File: config.mk
export PLATFORM = sky130hd
export DESIGN_NAME = i3c_loop_top
export DESIGN_NICKNAME = d
export VERILOG_FILES = /design/src/rtl/i3c_bus_pkg.sv /design/src/rtl/i3c_host_pkg.sv /design/src/rtl/i3c_bus_harness.sv /design/src/rtl/i3c_cmd_fifo.sv /design/src/rtl/i3c_ctrl_tx.sv /design/src/rtl/i3c_loop_top.sv /design/src/rtl/i3c_target_rx.sv
export SDC_FILE = /design/constraint.sdc
export NUM_CORES = 1
export LEC_CHECK = 0
export ABC_CLOCK_PERIOD_IN_PS = 3140
export BUFFER_PORTS_ARGS = -buffer_cell sky130_fd_sc_hd__buf_2
export CAP_MARGIN = 10
export CORE_ASPECT_RATIO = 1.4
export CORE_MARGIN = 5
export CORE_UTILIZATION = 35
export DETAILED_ROUTE_END_ITERATION = 12
export SETUP_SLACK_MARGIN = 0.15
export SLEW_MARGIN = 30
export SYNTH_ARGS = -nofsm -noshare
export SYNTH_HDL_FRONTEND = slang
export SYNTH_HIERARCHICAL = 1
export SYNTH_SLANG_ARGS = --single-unit
File: constraint.sdc
create_clock -name clk_i -period 3.14 [get_ports clk_i]
set_input_delay 0.471 -clock clk_i [delete_from_list [all_inputs] [get_ports clk_i]]
set_output_delay 0.471 -clock clk_i [all_outputs]
set_load 0.02 [all_outputs]
File: src/rtl/i3c_bus_pkg.sv
// Bus timing assumes SCL_QUARTER is a power of two; only 7-bit static addressing with write frames
`default_nettype none

package i3c_bus_pkg;

    typedef logic [7:0] i3c_byte_t;

    // Static address answered by the target
    localparam logic [6:0] TARGET_ADDR = 7'h5A;

    // Clock cycles per quarter of one SCL bit
    localparam int unsigned SCL_QUARTER = 4;
    localparam int unsigned SCL_QCNT_W = $clog2(SCL_QUARTER);

    // Controller, target, external device
    localparam int unsigned NUM_BUS_DEVICES = 3;

    typedef enum logic [2:0] {
        TX_IDLE,
        TX_START,
        TX_BIT,
        TX_ACK,
        TX_STOP,
        TX_RSTART
    } tx_state_e;

    typedef enum logic [1:0] {
        RX_IDLE,
        RX_ADDR,
        RX_DATA,
        RX_SKIP
    } rx_state_e;

endpackage

`default_nettype wire

File: src/rtl/i3c_host_pkg.sv
// Command queue depth must be a power of two so the pointers wrap on their own
`default_nettype none

package i3c_host_pkg;

    // OP_ADDR opens a frame, or repeats START when one is open
    typedef enum logic [1:0] {
        OP_ADDR,
        OP_DATA,
        OP_STOP
    } cmd_op_e;

    localparam int unsigned CMD_FIFO_DEPTH = 4;
    localparam int unsigned CMD_PTR_W = $clog2(CMD_FIFO_DEPTH);

endpackage

`default_nettype wire

File: src/rtl/i3c_bus_harness.sv
// Simulation-only wired-AND model; every receiver sees the bus two clocks late
`timescale 1ns/1ns
`default_nettype none

module i3c_bus_harness
    import i3c_bus_pkg::*;
(
    input  wire logic                       clk_i,
    input  wire logic                       reset_i,
    input  wire logic [NUM_BUS_DEVICES-1:0] scl_pull_i,
    input  wire logic [NUM_BUS_DEVICES-1:0] sda_pull_i,
    output logic                            scl_o,
    output logic                            sda_o,
    output logic                            scl_sync_o,
    output logic                            sda_sync_o
);

    logic scl_meta;
    logic sda_meta;

    // Released unless any device pulls the line low
    assign scl_o = ~|scl_pull_i;
    assign sda_o = ~|sda_pull_i;

    always_ff @(posedge clk_i) begin
        if (reset_i) begin
            scl_meta   <= 1'b1;
            sda_meta   <= 1'b1;
            scl_sync_o <= 1'b1;
            sda_sync_o <= 1'b1;
        end else begin
            scl_meta   <= scl_o;
            sda_meta   <= sda_o;
            scl_sync_o <= scl_meta;
            sda_sync_o <= sda_meta;
        end
    end

endmodule

`default_nettype wire

File: src/rtl/i3c_cmd_fifo.sv
// Push while full and pop while empty are illegal; head is valid whenever empty_o is low
`timescale 1ns/1ns
`default_nettype none

module i3c_cmd_fifo
    import i3c_bus_pkg::*, i3c_host_pkg::*;
(
    input  wire logic      clk_i,
    input  wire logic      reset_i,
    input  wire logic      push_i,
    input  wire cmd_op_e   op_i,
    input  wire i3c_byte_t data_i,
    input  wire logic      pop_i,
    output logic           empty_o,
    output logic           full_o,
    output cmd_op_e        op_o,
    output i3c_byte_t      data_o
);

    cmd_op_e   op_mem [CMD_FIFO_DEPTH];
    i3c_byte_t data_mem [CMD_FIFO_DEPTH];

    logic [CMD_PTR_W-1:0] wr_ptr;
    logic [CMD_PTR_W-1:0] rd_ptr;
    logic [CMD_PTR_W:0]   count;

    always_ff @(posedge clk_i) begin
        if (push_i) begin
            op_mem[wr_ptr]   <= op_i;
            data_mem[wr_ptr] <= data_i;
        end
    end

    always_ff @(posedge clk_i) begin
        if (reset_i) begin
            wr_ptr <= '0;
            rd_ptr <= '0;
            count  <= '0;
        end else begin
            if (push_i) begin
                wr_ptr <= wr_ptr + 1'b1;
            end
            if (pop_i) begin
                rd_ptr <= rd_ptr + 1'b1;
            end
            case ({push_i, pop_i})
                2'b10:   count <= count + 1'b1;
                2'b01:   count <= count - 1'b1;
                default: count <= count;
            endcase
        end
    end

    assign empty_o = (count == '0);
    assign full_o  = (count == (CMD_PTR_W + 1)'(CMD_FIFO_DEPTH));
    assign op_o    = op_mem[rd_ptr];
    assign data_o  = data_mem[rd_ptr];

    a_no_push_full: assert property (@(posedge clk_i) disable iff (reset_i)
        push_i |-> !full_o);

    a_no_pop_empty: assert property (@(posedge clk_i) disable iff (reset_i)
        pop_i |-> !empty_o);

endmodule

`default_nettype wire

File: src/rtl/i3c_ctrl_tx.sv
// Open-drain write-only controller; ext stretching is honoured only while SCL is released
`timescale 1ns/1ns
`default_nettype none

module i3c_ctrl_tx
    import i3c_bus_pkg::*, i3c_host_pkg::*;
(
    input  wire logic      clk_i,
    input  wire logic      reset_i,
    input  wire logic      fifo_empty_i,
    input  wire cmd_op_e   fifo_op_i,
    input  wire i3c_byte_t fifo_data_i,
    output logic           fifo_pop_o,
    input  wire logic      scl_sync_i,
    input  wire logic      sda_sync_i,
    output logic           scl_pull_o,
    output logic           sda_pull_o,
    output logic           busy_o,
    output logic           ack_valid_o,
    output logic           nack_o
);

    tx_state_e             state;
    logic [1:0]            phase;
    logic [SCL_QCNT_W-1:0] qcnt;
    logic [2:0]            bit_cnt;
    logic                  frame_open;
    i3c_byte_t             shift_q;
    logic                  hold_high;
    logic                  q_end;

    // High phase waits until SCL really reads high
    assign hold_high = (phase == 2'd2) && !scl_sync_i;
    assign q_end     = (qcnt == SCL_QCNT_W'(SCL_QUARTER - 1)) && !hold_high;

    assign fifo_pop_o = (state == TX_IDLE) && !fifo_empty_i;
    assign busy_o     = (state != TX_IDLE) || frame_open;

    always_ff @(posedge clk_i) begin
        if (reset_i || state == TX_IDLE || hold_high || q_end) begin
            qcnt <= '0;
        end else begin
            qcnt <= qcnt + 1'b1;
        end
    end

    always_ff @(posedge clk_i) begin
        if (fifo_pop_o) begin
            shift_q <= fifo_data_i;
        end else if (state == TX_BIT && phase == 2'd3 && q_end) begin
            shift_q <= {shift_q[6:0], 1'b0};
        end
    end

    always_ff @(posedge clk_i) begin
        if (reset_i) begin
            state       <= TX_IDLE;
            phase       <= '0;
            bit_cnt     <= '0;
            frame_open  <= 1'b0;
            scl_pull_o  <= 1'b0;
            sda_pull_o  <= 1'b0;
            ack_valid_o <= 1'b0;
            nack_o      <= 1'b0;
        end else begin
            ack_valid_o <= 1'b0;
            case (state)
                TX_IDLE: begin
                    phase   <= '0;
                    bit_cnt <= '0;
                    if (fifo_pop_o) begin
                        case (fifo_op_i)
                            OP_ADDR: state <= frame_open ? TX_RSTART : TX_START;
                            OP_DATA: state <= frame_open ? TX_BIT : TX_IDLE;
                            OP_STOP: state <= frame_open ? TX_STOP : TX_IDLE;
                            default: state <= TX_IDLE;
                        endcase
                    end
                end
                TX_START: begin
                    if (q_end && phase == 2'd0) begin
                        sda_pull_o <= 1'b1;
                        phase      <= 2'd1;
                    end else if (q_end) begin
                        scl_pull_o <= 1'b1;
                        frame_open <= 1'b1;
                        phase      <= 2'd0;
                        state      <= TX_BIT;
                    end
                end
                // Bit, ACK, STOP and repeated START share the four-quarter frame
                default: begin
                    if (q_end) begin
                        phase <= phase + 1'b1;
                        case (phase)
                            2'd0: begin
                                if (state == TX_BIT) begin
                                    sda_pull_o <= !shift_q[7];
                                end else begin
                                    sda_pull_o <= (state == TX_STOP);
                                end
                            end
                            2'd1: scl_pull_o <= 1'b0;
                            2'd2: begin
                                if (state == TX_ACK) begin
                                    nack_o <= sda_sync_i;
                                end else if (state == TX_STOP) begin
                                    sda_pull_o <= 1'b0;
                                end else if (state == TX_RSTART) begin
                                    sda_pull_o <= 1'b1;
                                end
                            end
                            default: begin
                                if (state == TX_STOP) begin
                                    frame_open <= 1'b0;
                                    state      <= TX_IDLE;
                                end else begin
                                    scl_pull_o <= 1'b1;
                                end
                                if (state == TX_BIT) begin
                                    bit_cnt <= bit_cnt + 1'b1;
                                    if (bit_cnt == 3'd7) begin
                                        state <= TX_ACK;
                                    end
                                end else if (state == TX_ACK) begin
                                    ack_valid_o <= 1'b1;
                                    state       <= TX_IDLE;
                                end else if (state == TX_RSTART) begin
                                    bit_cnt <= '0;
                                    state   <= TX_BIT;
                                end
                            end
                        endcase
                    end
                end
            endcase
        end
    end

    a_data_in_frame: assert property (@(posedge clk_i) disable iff (reset_i)
        (fifo_pop_o && fifo_op_i == OP_DATA) |-> frame_open);

endmodule

`default_nettype wire

File: src/rtl/i3c_loop_top.sv
// Simulation loop of one controller and one target; ext pulls model a third device on the bus
`timescale 1ns/1ns
`default_nettype none

module i3c_loop_top
    import i3c_bus_pkg::*, i3c_host_pkg::*;
(
    input  wire logic      clk_i,
    input  wire logic      reset_i,
    input  wire logic      cmd_push_i,
    input  wire cmd_op_e   cmd_op_i,
    input  wire i3c_byte_t cmd_data_i,
    output logic           cmd_full_o,
    output logic           busy_o,
    output logic           ack_valid_o,
    output logic           nack_o,
    output logic           rx_valid_o,
    output i3c_byte_t      rx_data_o,
    output logic           rx_frame_done_o,
    input  wire logic      scl_ext_pull_i,
    input  wire logic      sda_ext_pull_i,
    output logic           bus_scl_o,
    output logic           bus_sda_o
);

    logic                       fifo_empty;
    logic                       fifo_pop;
    cmd_op_e                    head_op;
    i3c_byte_t                  head_data;
    logic                       ctrl_scl_pull;
    logic                       ctrl_sda_pull;
    logic                       tgt_sda_pull;
    logic                       scl_sync;
    logic                       sda_sync;
    logic [NUM_BUS_DEVICES-1:0] scl_pull;
    logic [NUM_BUS_DEVICES-1:0] sda_pull;

    // Device order is controller, target, external
    assign scl_pull = {scl_ext_pull_i, 1'b0, ctrl_scl_pull};
    assign sda_pull = {sda_ext_pull_i, tgt_sda_pull, ctrl_sda_pull};

    i3c_cmd_fifo u_cmd_fifo (
        .clk_i   (clk_i),
        .reset_i (reset_i),
        .push_i  (cmd_push_i),
        .op_i    (cmd_op_i),
        .data_i  (cmd_data_i),
        .pop_i   (fifo_pop),
        .empty_o (fifo_empty),
        .full_o  (cmd_full_o),
        .op_o    (head_op),
        .data_o  (head_data)
    );

    i3c_ctrl_tx u_ctrl_tx (
        .clk_i        (clk_i),
        .reset_i      (reset_i),
        .fifo_empty_i (fifo_empty),
        .fifo_op_i    (head_op),
        .fifo_data_i  (head_data),
        .fifo_pop_o   (fifo_pop),
        .scl_sync_i   (scl_sync),
        .sda_sync_i   (sda_sync),
        .scl_pull_o   (ctrl_scl_pull),
        .sda_pull_o   (ctrl_sda_pull),
        .busy_o       (busy_o),
        .ack_valid_o  (ack_valid_o),
        .nack_o       (nack_o)
    );

    i3c_bus_harness u_bus_harness (
        .clk_i      (clk_i),
        .reset_i    (reset_i),
        .scl_pull_i (scl_pull),
        .sda_pull_i (sda_pull),
        .scl_o      (bus_scl_o),
        .sda_o      (bus_sda_o),
        .scl_sync_o (scl_sync),
        .sda_sync_o (sda_sync)
    );

    i3c_target_rx u_target_rx (
        .clk_i           (clk_i),
        .reset_i         (reset_i),
        .scl_sync_i      (scl_sync),
        .sda_sync_i      (sda_sync),
        .sda_pull_o      (tgt_sda_pull),
        .rx_valid_o      (rx_valid_o),
        .rx_data_o       (rx_data_o),
        .rx_frame_done_o (rx_frame_done_o)
    );

endmodule

`default_nettype wire

File: src/rtl/i3c_target_rx.sv
// Write-only target with a fixed static address; it never stretches SCL
`timescale 1ns/1ns
`default_nettype none

module i3c_target_rx
    import i3c_bus_pkg::*;
(
    input  wire logic clk_i,
    input  wire logic reset_i,
    input  wire logic scl_sync_i,
    input  wire logic sda_sync_i,
    output logic      sda_pull_o,
    output logic      rx_valid_o,
    output i3c_byte_t rx_data_o,
    output logic      rx_frame_done_o
);

    rx_state_e  state;
    logic [3:0] bit_cnt;
    logic       addressed;
    logic       scl_q;
    logic       sda_q;
    i3c_byte_t  shift_q;
    logic       scl_rise;
    logic       scl_fall;
    logic       start_det;
    logic       stop_det;
    logic       addr_match;
    logic       ack_now;

    assign scl_rise  = scl_sync_i && !scl_q;
    assign scl_fall  = !scl_sync_i && scl_q;
    // SDA edges while SCL stays high
    assign start_det = scl_sync_i && scl_q && sda_q && !sda_sync_i;
    assign stop_det  = scl_sync_i && scl_q && !sda_q && sda_sync_i;

    assign addr_match = (shift_q == {TARGET_ADDR, 1'b0});
    assign ack_now    = (state == RX_DATA) || (state == RX_ADDR && addr_match);

    always_ff @(posedge clk_i) begin
        if (state != RX_IDLE && scl_rise && bit_cnt < 4'd8) begin
            shift_q <= {shift_q[6:0], sda_sync_i};
        end
        if (scl_rise && bit_cnt == 4'd8) begin
            rx_data_o <= shift_q;
        end
    end

    always_ff @(posedge clk_i) begin
        if (reset_i) begin
            state           <= RX_IDLE;
            bit_cnt         <= '0;
            addressed       <= 1'b0;
            scl_q           <= 1'b1;
            sda_q           <= 1'b1;
            sda_pull_o      <= 1'b0;
            rx_valid_o      <= 1'b0;
            rx_frame_done_o <= 1'b0;
        end else begin
            scl_q           <= scl_sync_i;
            sda_q           <= sda_sync_i;
            rx_valid_o      <= 1'b0;
            rx_frame_done_o <= 1'b0;
            if (start_det) begin
                state      <= RX_ADDR;
                bit_cnt    <= '0;
                addressed  <= 1'b0;
                sda_pull_o <= 1'b0;
            end else if (stop_det) begin
                rx_frame_done_o <= addressed;
                state           <= RX_IDLE;
                addressed       <= 1'b0;
                sda_pull_o      <= 1'b0;
            end else if (state != RX_IDLE) begin
                if (scl_rise) begin
                    bit_cnt <= bit_cnt + 1'b1;
                    // Ninth rise closes an acknowledged data byte
                    if (bit_cnt == 4'd8 && state == RX_DATA) begin
                        rx_valid_o <= 1'b1;
                    end
                end else if (scl_fall && bit_cnt == 4'd8) begin
                    sda_pull_o <= ack_now;
                    if (state == RX_ADDR && addr_match) begin
                        addressed <= 1'b1;
                    end
                end else if (scl_fall && bit_cnt == 4'd9) begin
                    sda_pull_o <= 1'b0;
                    bit_cnt    <= '0;
                    if (state == RX_ADDR) begin
                        state <= addressed ? RX_DATA : RX_SKIP;
                    end
                end
            end
        end
    end

    a_ack_window: assert property (@(posedge clk_i) disable iff (reset_i)
        sda_pull_o |-> (state != RX_IDLE) && (bit_cnt == 4'd8 || bit_cnt == 4'd9));

    // Controller keeps SCL low whenever the target moves SDA
    a_sda_move_scl_low: assert property (@(posedge clk_i) disable iff (reset_i)
        $changed(sda_pull_o) |-> !scl_sync_i);

endmodule

`default_nettype wire

==> flow_summary.json <==
{
  "status": "finished, final reports clean",
  "syn_to_final_growth_pct": 13.7,
  "h_tree_level_count": 3,
  "std_cell_core_area_um2": 12400,
  "finalSetupViolations": 0,
  "flop_pwr_share_pct": 46.6,
  "setup_skew_after_layout_ps": 5.93,
  "cellPowerDensity_nw_per_um2": 731,
  "slew_headroom_pct": 55.9,
  "power.switching_mw": 1.09,
  "fp-row-count": 48,
  "share_of_flip_flops_with_an_asynchronous_set_or_reset_after_synthesis_pct": 0,
  "tritoncts_clock_tree": "built",
  "fin_crit_ps": 2430,
  "yosysUniqueCellTypes": 61,
  "post_cts_resized": 0,
  "die_y_um": 144,
  "layout.cells.most_common": "sky130_fd_sc_hd__edfxtp_1",
  "power_report.internal_total_mw": 2.62,
  "routedWlPerCell_um": 15.2,
  "finalWeightedCongestion": 0.773,
  "cap_viol_max_count": 0,
  "wire_length_of_the_first_global_routing_pass_um": 13200,
  "clock.fmax_mhz": 411,
  "route.antenna.remaining_nets": 0,
  "synthesis.nets": 366,
  "power.leakage_nw": 1.81,
  "number_of_global_route_vias_before_repair": 2737,
  "clk_pin_slew_worst_paths_ps": 80,
  "post_synthesis_sequential_area_ratio_pct": 61.0,
  "netlist_instances": 335,
  "cts_hold_buf": 0,
  "clock_tree.buffer_depth": 2,
  "drv_slew": 0,
  "drive_gt1_share_pct": 22.8,
  "hold_viol": 0,
  "drtIter0Drc": 161,
  "worst_hold_path_type": "input pin to register",
  "post-route-util_pct": 40.8,
  "final.hold.worst_slack_ps": 330,
  "sw_frac_of_total_pct": 29.3,
  "nNetsFinal": 403,
  "clk_root_buffer_cell": "sky130_fd_sc_hd__clkbuf_16",
  "initial_core_util_pct": 35.9,
  "timing.critical_path.arrival_ps": 2700,
  "die_area_um2": 15100,
  "report.power.total_mw": 3.71,
  "tritoncts.num_buffers": 9,
  "ys_dominant_reg_cell": "sky130_fd_sc_hd__edfxtp_1",
  "power.ir.vdd_worst_v": 0.000416,
  "grt_usage_pct": 11.1,
  "comb_power_share_pct": 23.8,
  "clock_share_of_power_pct": 29.6,
  "routed_wl_um": 8010,
  "floorplan.die.width_um": 105,
  "floorplan.io_pins": 31,
  "grt_antenna_before_repair": 0,
  "netlist_area_um2": 4460,
  "endpoint_kind": "register",
  "drtPass1Iterations": 4,
  "worstSkewPairLatency_ps": 350,
  "timing_worst_slew_pin_value_ps": 661,
  "drc_viols": 0,
  "synth-edff-count": 64,
  "viasPerCell": 5.12,
  "grt_setup_unrepaired": "no",
  "clock_sink_count": 104,
  "grt_start_max_net_pins": 30,
  "layout_worst_path_cycle_share_pct": 77.5,
  "synthesized_area_per_cell_um2": 13.3,
  "worst_setup_path_start_kind": "register",
  "finalSetupTns_ps": 0,
  "critical_path_class": "register to register",
  "layout.cells.most_common_list": "64 x sky130_fd_sc_hd__edfxtp_1, 40 x sky130_fd_sc_hd__dfxtp_1, 30 x sky130_fd_sc_hd__buf_2",
  "dr_total_vias": 2700,
  "required_ps": 3410,
  "synthesis.yosys.warnings": 6,
  "place.detailed.hpwl_um": 5580,
  "global_route.overflow_total": 0,
  "insertedDiodeCount": 0,
  "cts.repair_timing.setup_buffer_count": 0,
  "critical_path.max_fanout": 17,
  "io_buffers": 30,
  "synth-seq-cells": 104
}
[power by group through the flow]
stage / clock network [mW] / logic [mW] / registers [mW]
finish: 1.10 / 0.884 / 1.73
global route: 1.19 / 0.975 / 1.74
CTS: 1.12 / 0.895 / 1.73
detailed placement: 0 / 0.882 / 1.76
global placement: 0 / 0.870 / 1.75
floorplan: 0 / 0.707 / 1.71
[worst max-delay path, stage by stage (launching register included)]
cell                      delay (ps)
sky130_fd_sc_hd__dfxtp_1         520
sky130_fd_sc_hd__nor4_4          320
sky130_fd_sc_hd__buf_4           230
sky130_fd_sc_hd__ha_1            200
sky130_fd_sc_hd__inv_1            70
sky130_fd_sc_hd__fa_1            380
sky130_fd_sc_hd__xor2_1          160
sky130_fd_sc_hd__or3_1           310
sky130_fd_sc_hd__a21oi_1         160
[area by class of cell]
| type | count | area, um^2 |
|---|---|---|
| fillers | 1129 | 7360 |
| flip-flops and latches | 104 | 2720 |
| multi-input cells | 203 | 1600 |
| clock buffers | 9 | 225 |
| repair buffers | 37 | 203 |
| well taps | 150 | 188 |
| clock inverters | 7 | 70.1 |
| inverters | 17 | 63.8 |
[routing by layer]
layer	up-vias	part of all wire (%)	track usage, %
li1	1320	-	-
met1	1323	42	12.0
met2	49	53	20.0
met3	8	4.1	3.55
met4	0	1.4	4.35
met5	-	0	0
[through the flow]
stage | cell area (um^2) | cells | worst slack (ps)
after global placement | 4780 | 511 | 854
after global routing | 5080 | 527 | 557
after detailed placement | 4780 | 511 | 778
after floorplan | 4460 | 335 | 817
after CTS | 5080 | 527 | 703
final | 5080 | 527 | 708
[registers in the layout (all words and copies together), names as in the netlist, 2 cells and up, named ones only]
name                   flops
u_cmd_fifo/data_mem       32
u_cmd_fifo/op_mem          8
u_ctrl_tx/shift_q          8
u_target_rx/rx_data_o      8
u_target_rx/shift_q        8
u_target_rx/bit_cnt        4
u_cmd_fifo/count           3
u_ctrl_tx/bit_cnt          3
u_cmd_fifo/rd_ptr          2
u_cmd_fifo/wr_ptr          2
u_ctrl_tx/phase            2
u_ctrl_tx/qcnt             2
u_ctrl_tx/state            2
u_target_rx/state          2
[logic make-up (layout without fill, tap and decap cells)]
family / count (synthesis) / count (layout) / share of synthesized area (%)
AND/OR/NAND/NOR: 108 / 108 / 14.4
other: 1 / 1 / 0.0840
flip-flops: 104 / 104 / 61.0
adder cells (fa/ha/maj): 16 / 16 / 4.65
multiplexers: 20 / 20 / 7.51
buffers and inverters: 28 / 70 / 3.06
AO/OA/AOI/OAI: 52 / 52 / 8.13
XOR/XNOR: 6 / 6 / 1.18
[synthesized netlist by cell type, types with 3 or more instances]
cell type | instances | area [um^2]
sky130_fd_sc_hd__buf_6 | 3 | 33.8
sky130_fd_sc_hd__or2_2 | 6 | 37.5
sky130_fd_sc_hd__mux4_2 | 10 | 225
sky130_fd_sc_hd__nand2b_1 | 6 | 37.5
sky130_fd_sc_hd__a211oi_1 | 3 | 22.5
sky130_fd_sc_hd__buf_2 | 3 | 15.0
sky130_fd_sc_hd__nor4_1 | 4 | 25.0
sky130_fd_sc_hd__a21oi_1 | 14 | 70.1
sky130_fd_sc_hd__xor2_1 | 3 | 26.3
sky130_fd_sc_hd__nor3_1 | 14 | 70.1
sky130_fd_sc_hd__o31ai_1 | 4 | 30.0
sky130_fd_sc_hd__a21o_1 | 3 | 22.5
sky130_fd_sc_hd__nor4b_1 | 5 | 43.8
sky130_fd_sc_hd__inv_1 | 17 | 63.8
sky130_fd_sc_hd__a31oi_1 | 3 | 18.8
sky130_fd_sc_hd__or4_1 | 3 | 22.5
sky130_fd_sc_hd__o21ai_0 | 7 | 35.0
sky130_fd_sc_hd__dfxtp_1 | 40 | 801
sky130_fd_sc_hd__clkbuf_1 | 3 | 11.3
sky130_fd_sc_hd__or2_1 | 3 | 18.8
sky130_fd_sc_hd__nor2_1 | 22 | 82.6
sky130_fd_sc_hd__nand2_1 | 14 | 52.6
sky130_fd_sc_hd__ha_1 | 15 | 188
sky130_fd_sc_hd__and2_1 | 7 | 43.8
sky130_fd_sc_hd__nand3_1 | 3 | 15.0
sky130_fd_sc_hd__mux2_2 | 8 | 90.1
sky130_fd_sc_hd__edfxtp_1 | 64 | 1920
sky130_fd_sc_hd__xnor2_1 | 3 | 26.3
[final timing paths]
check                         startpoint  depth (start not counted)  slack (ps)                        end
setup / recovery      u_ctrl_tx/state[0]                          8         710        u_cmd_fifo/count[2]
hold reg to reg   u_bus_harness/sda_meta                          1         410   u_bus_harness/sda_sync_o
setup reg to reg      u_ctrl_tx/state[0]                          8         710        u_cmd_fifo/count[2]
hold / removal             cmd_data_i[3]                          1         330  u_cmd_fifo/data_mem[2][3]
No activity file was read; power rests on OpenSTA's default activity.
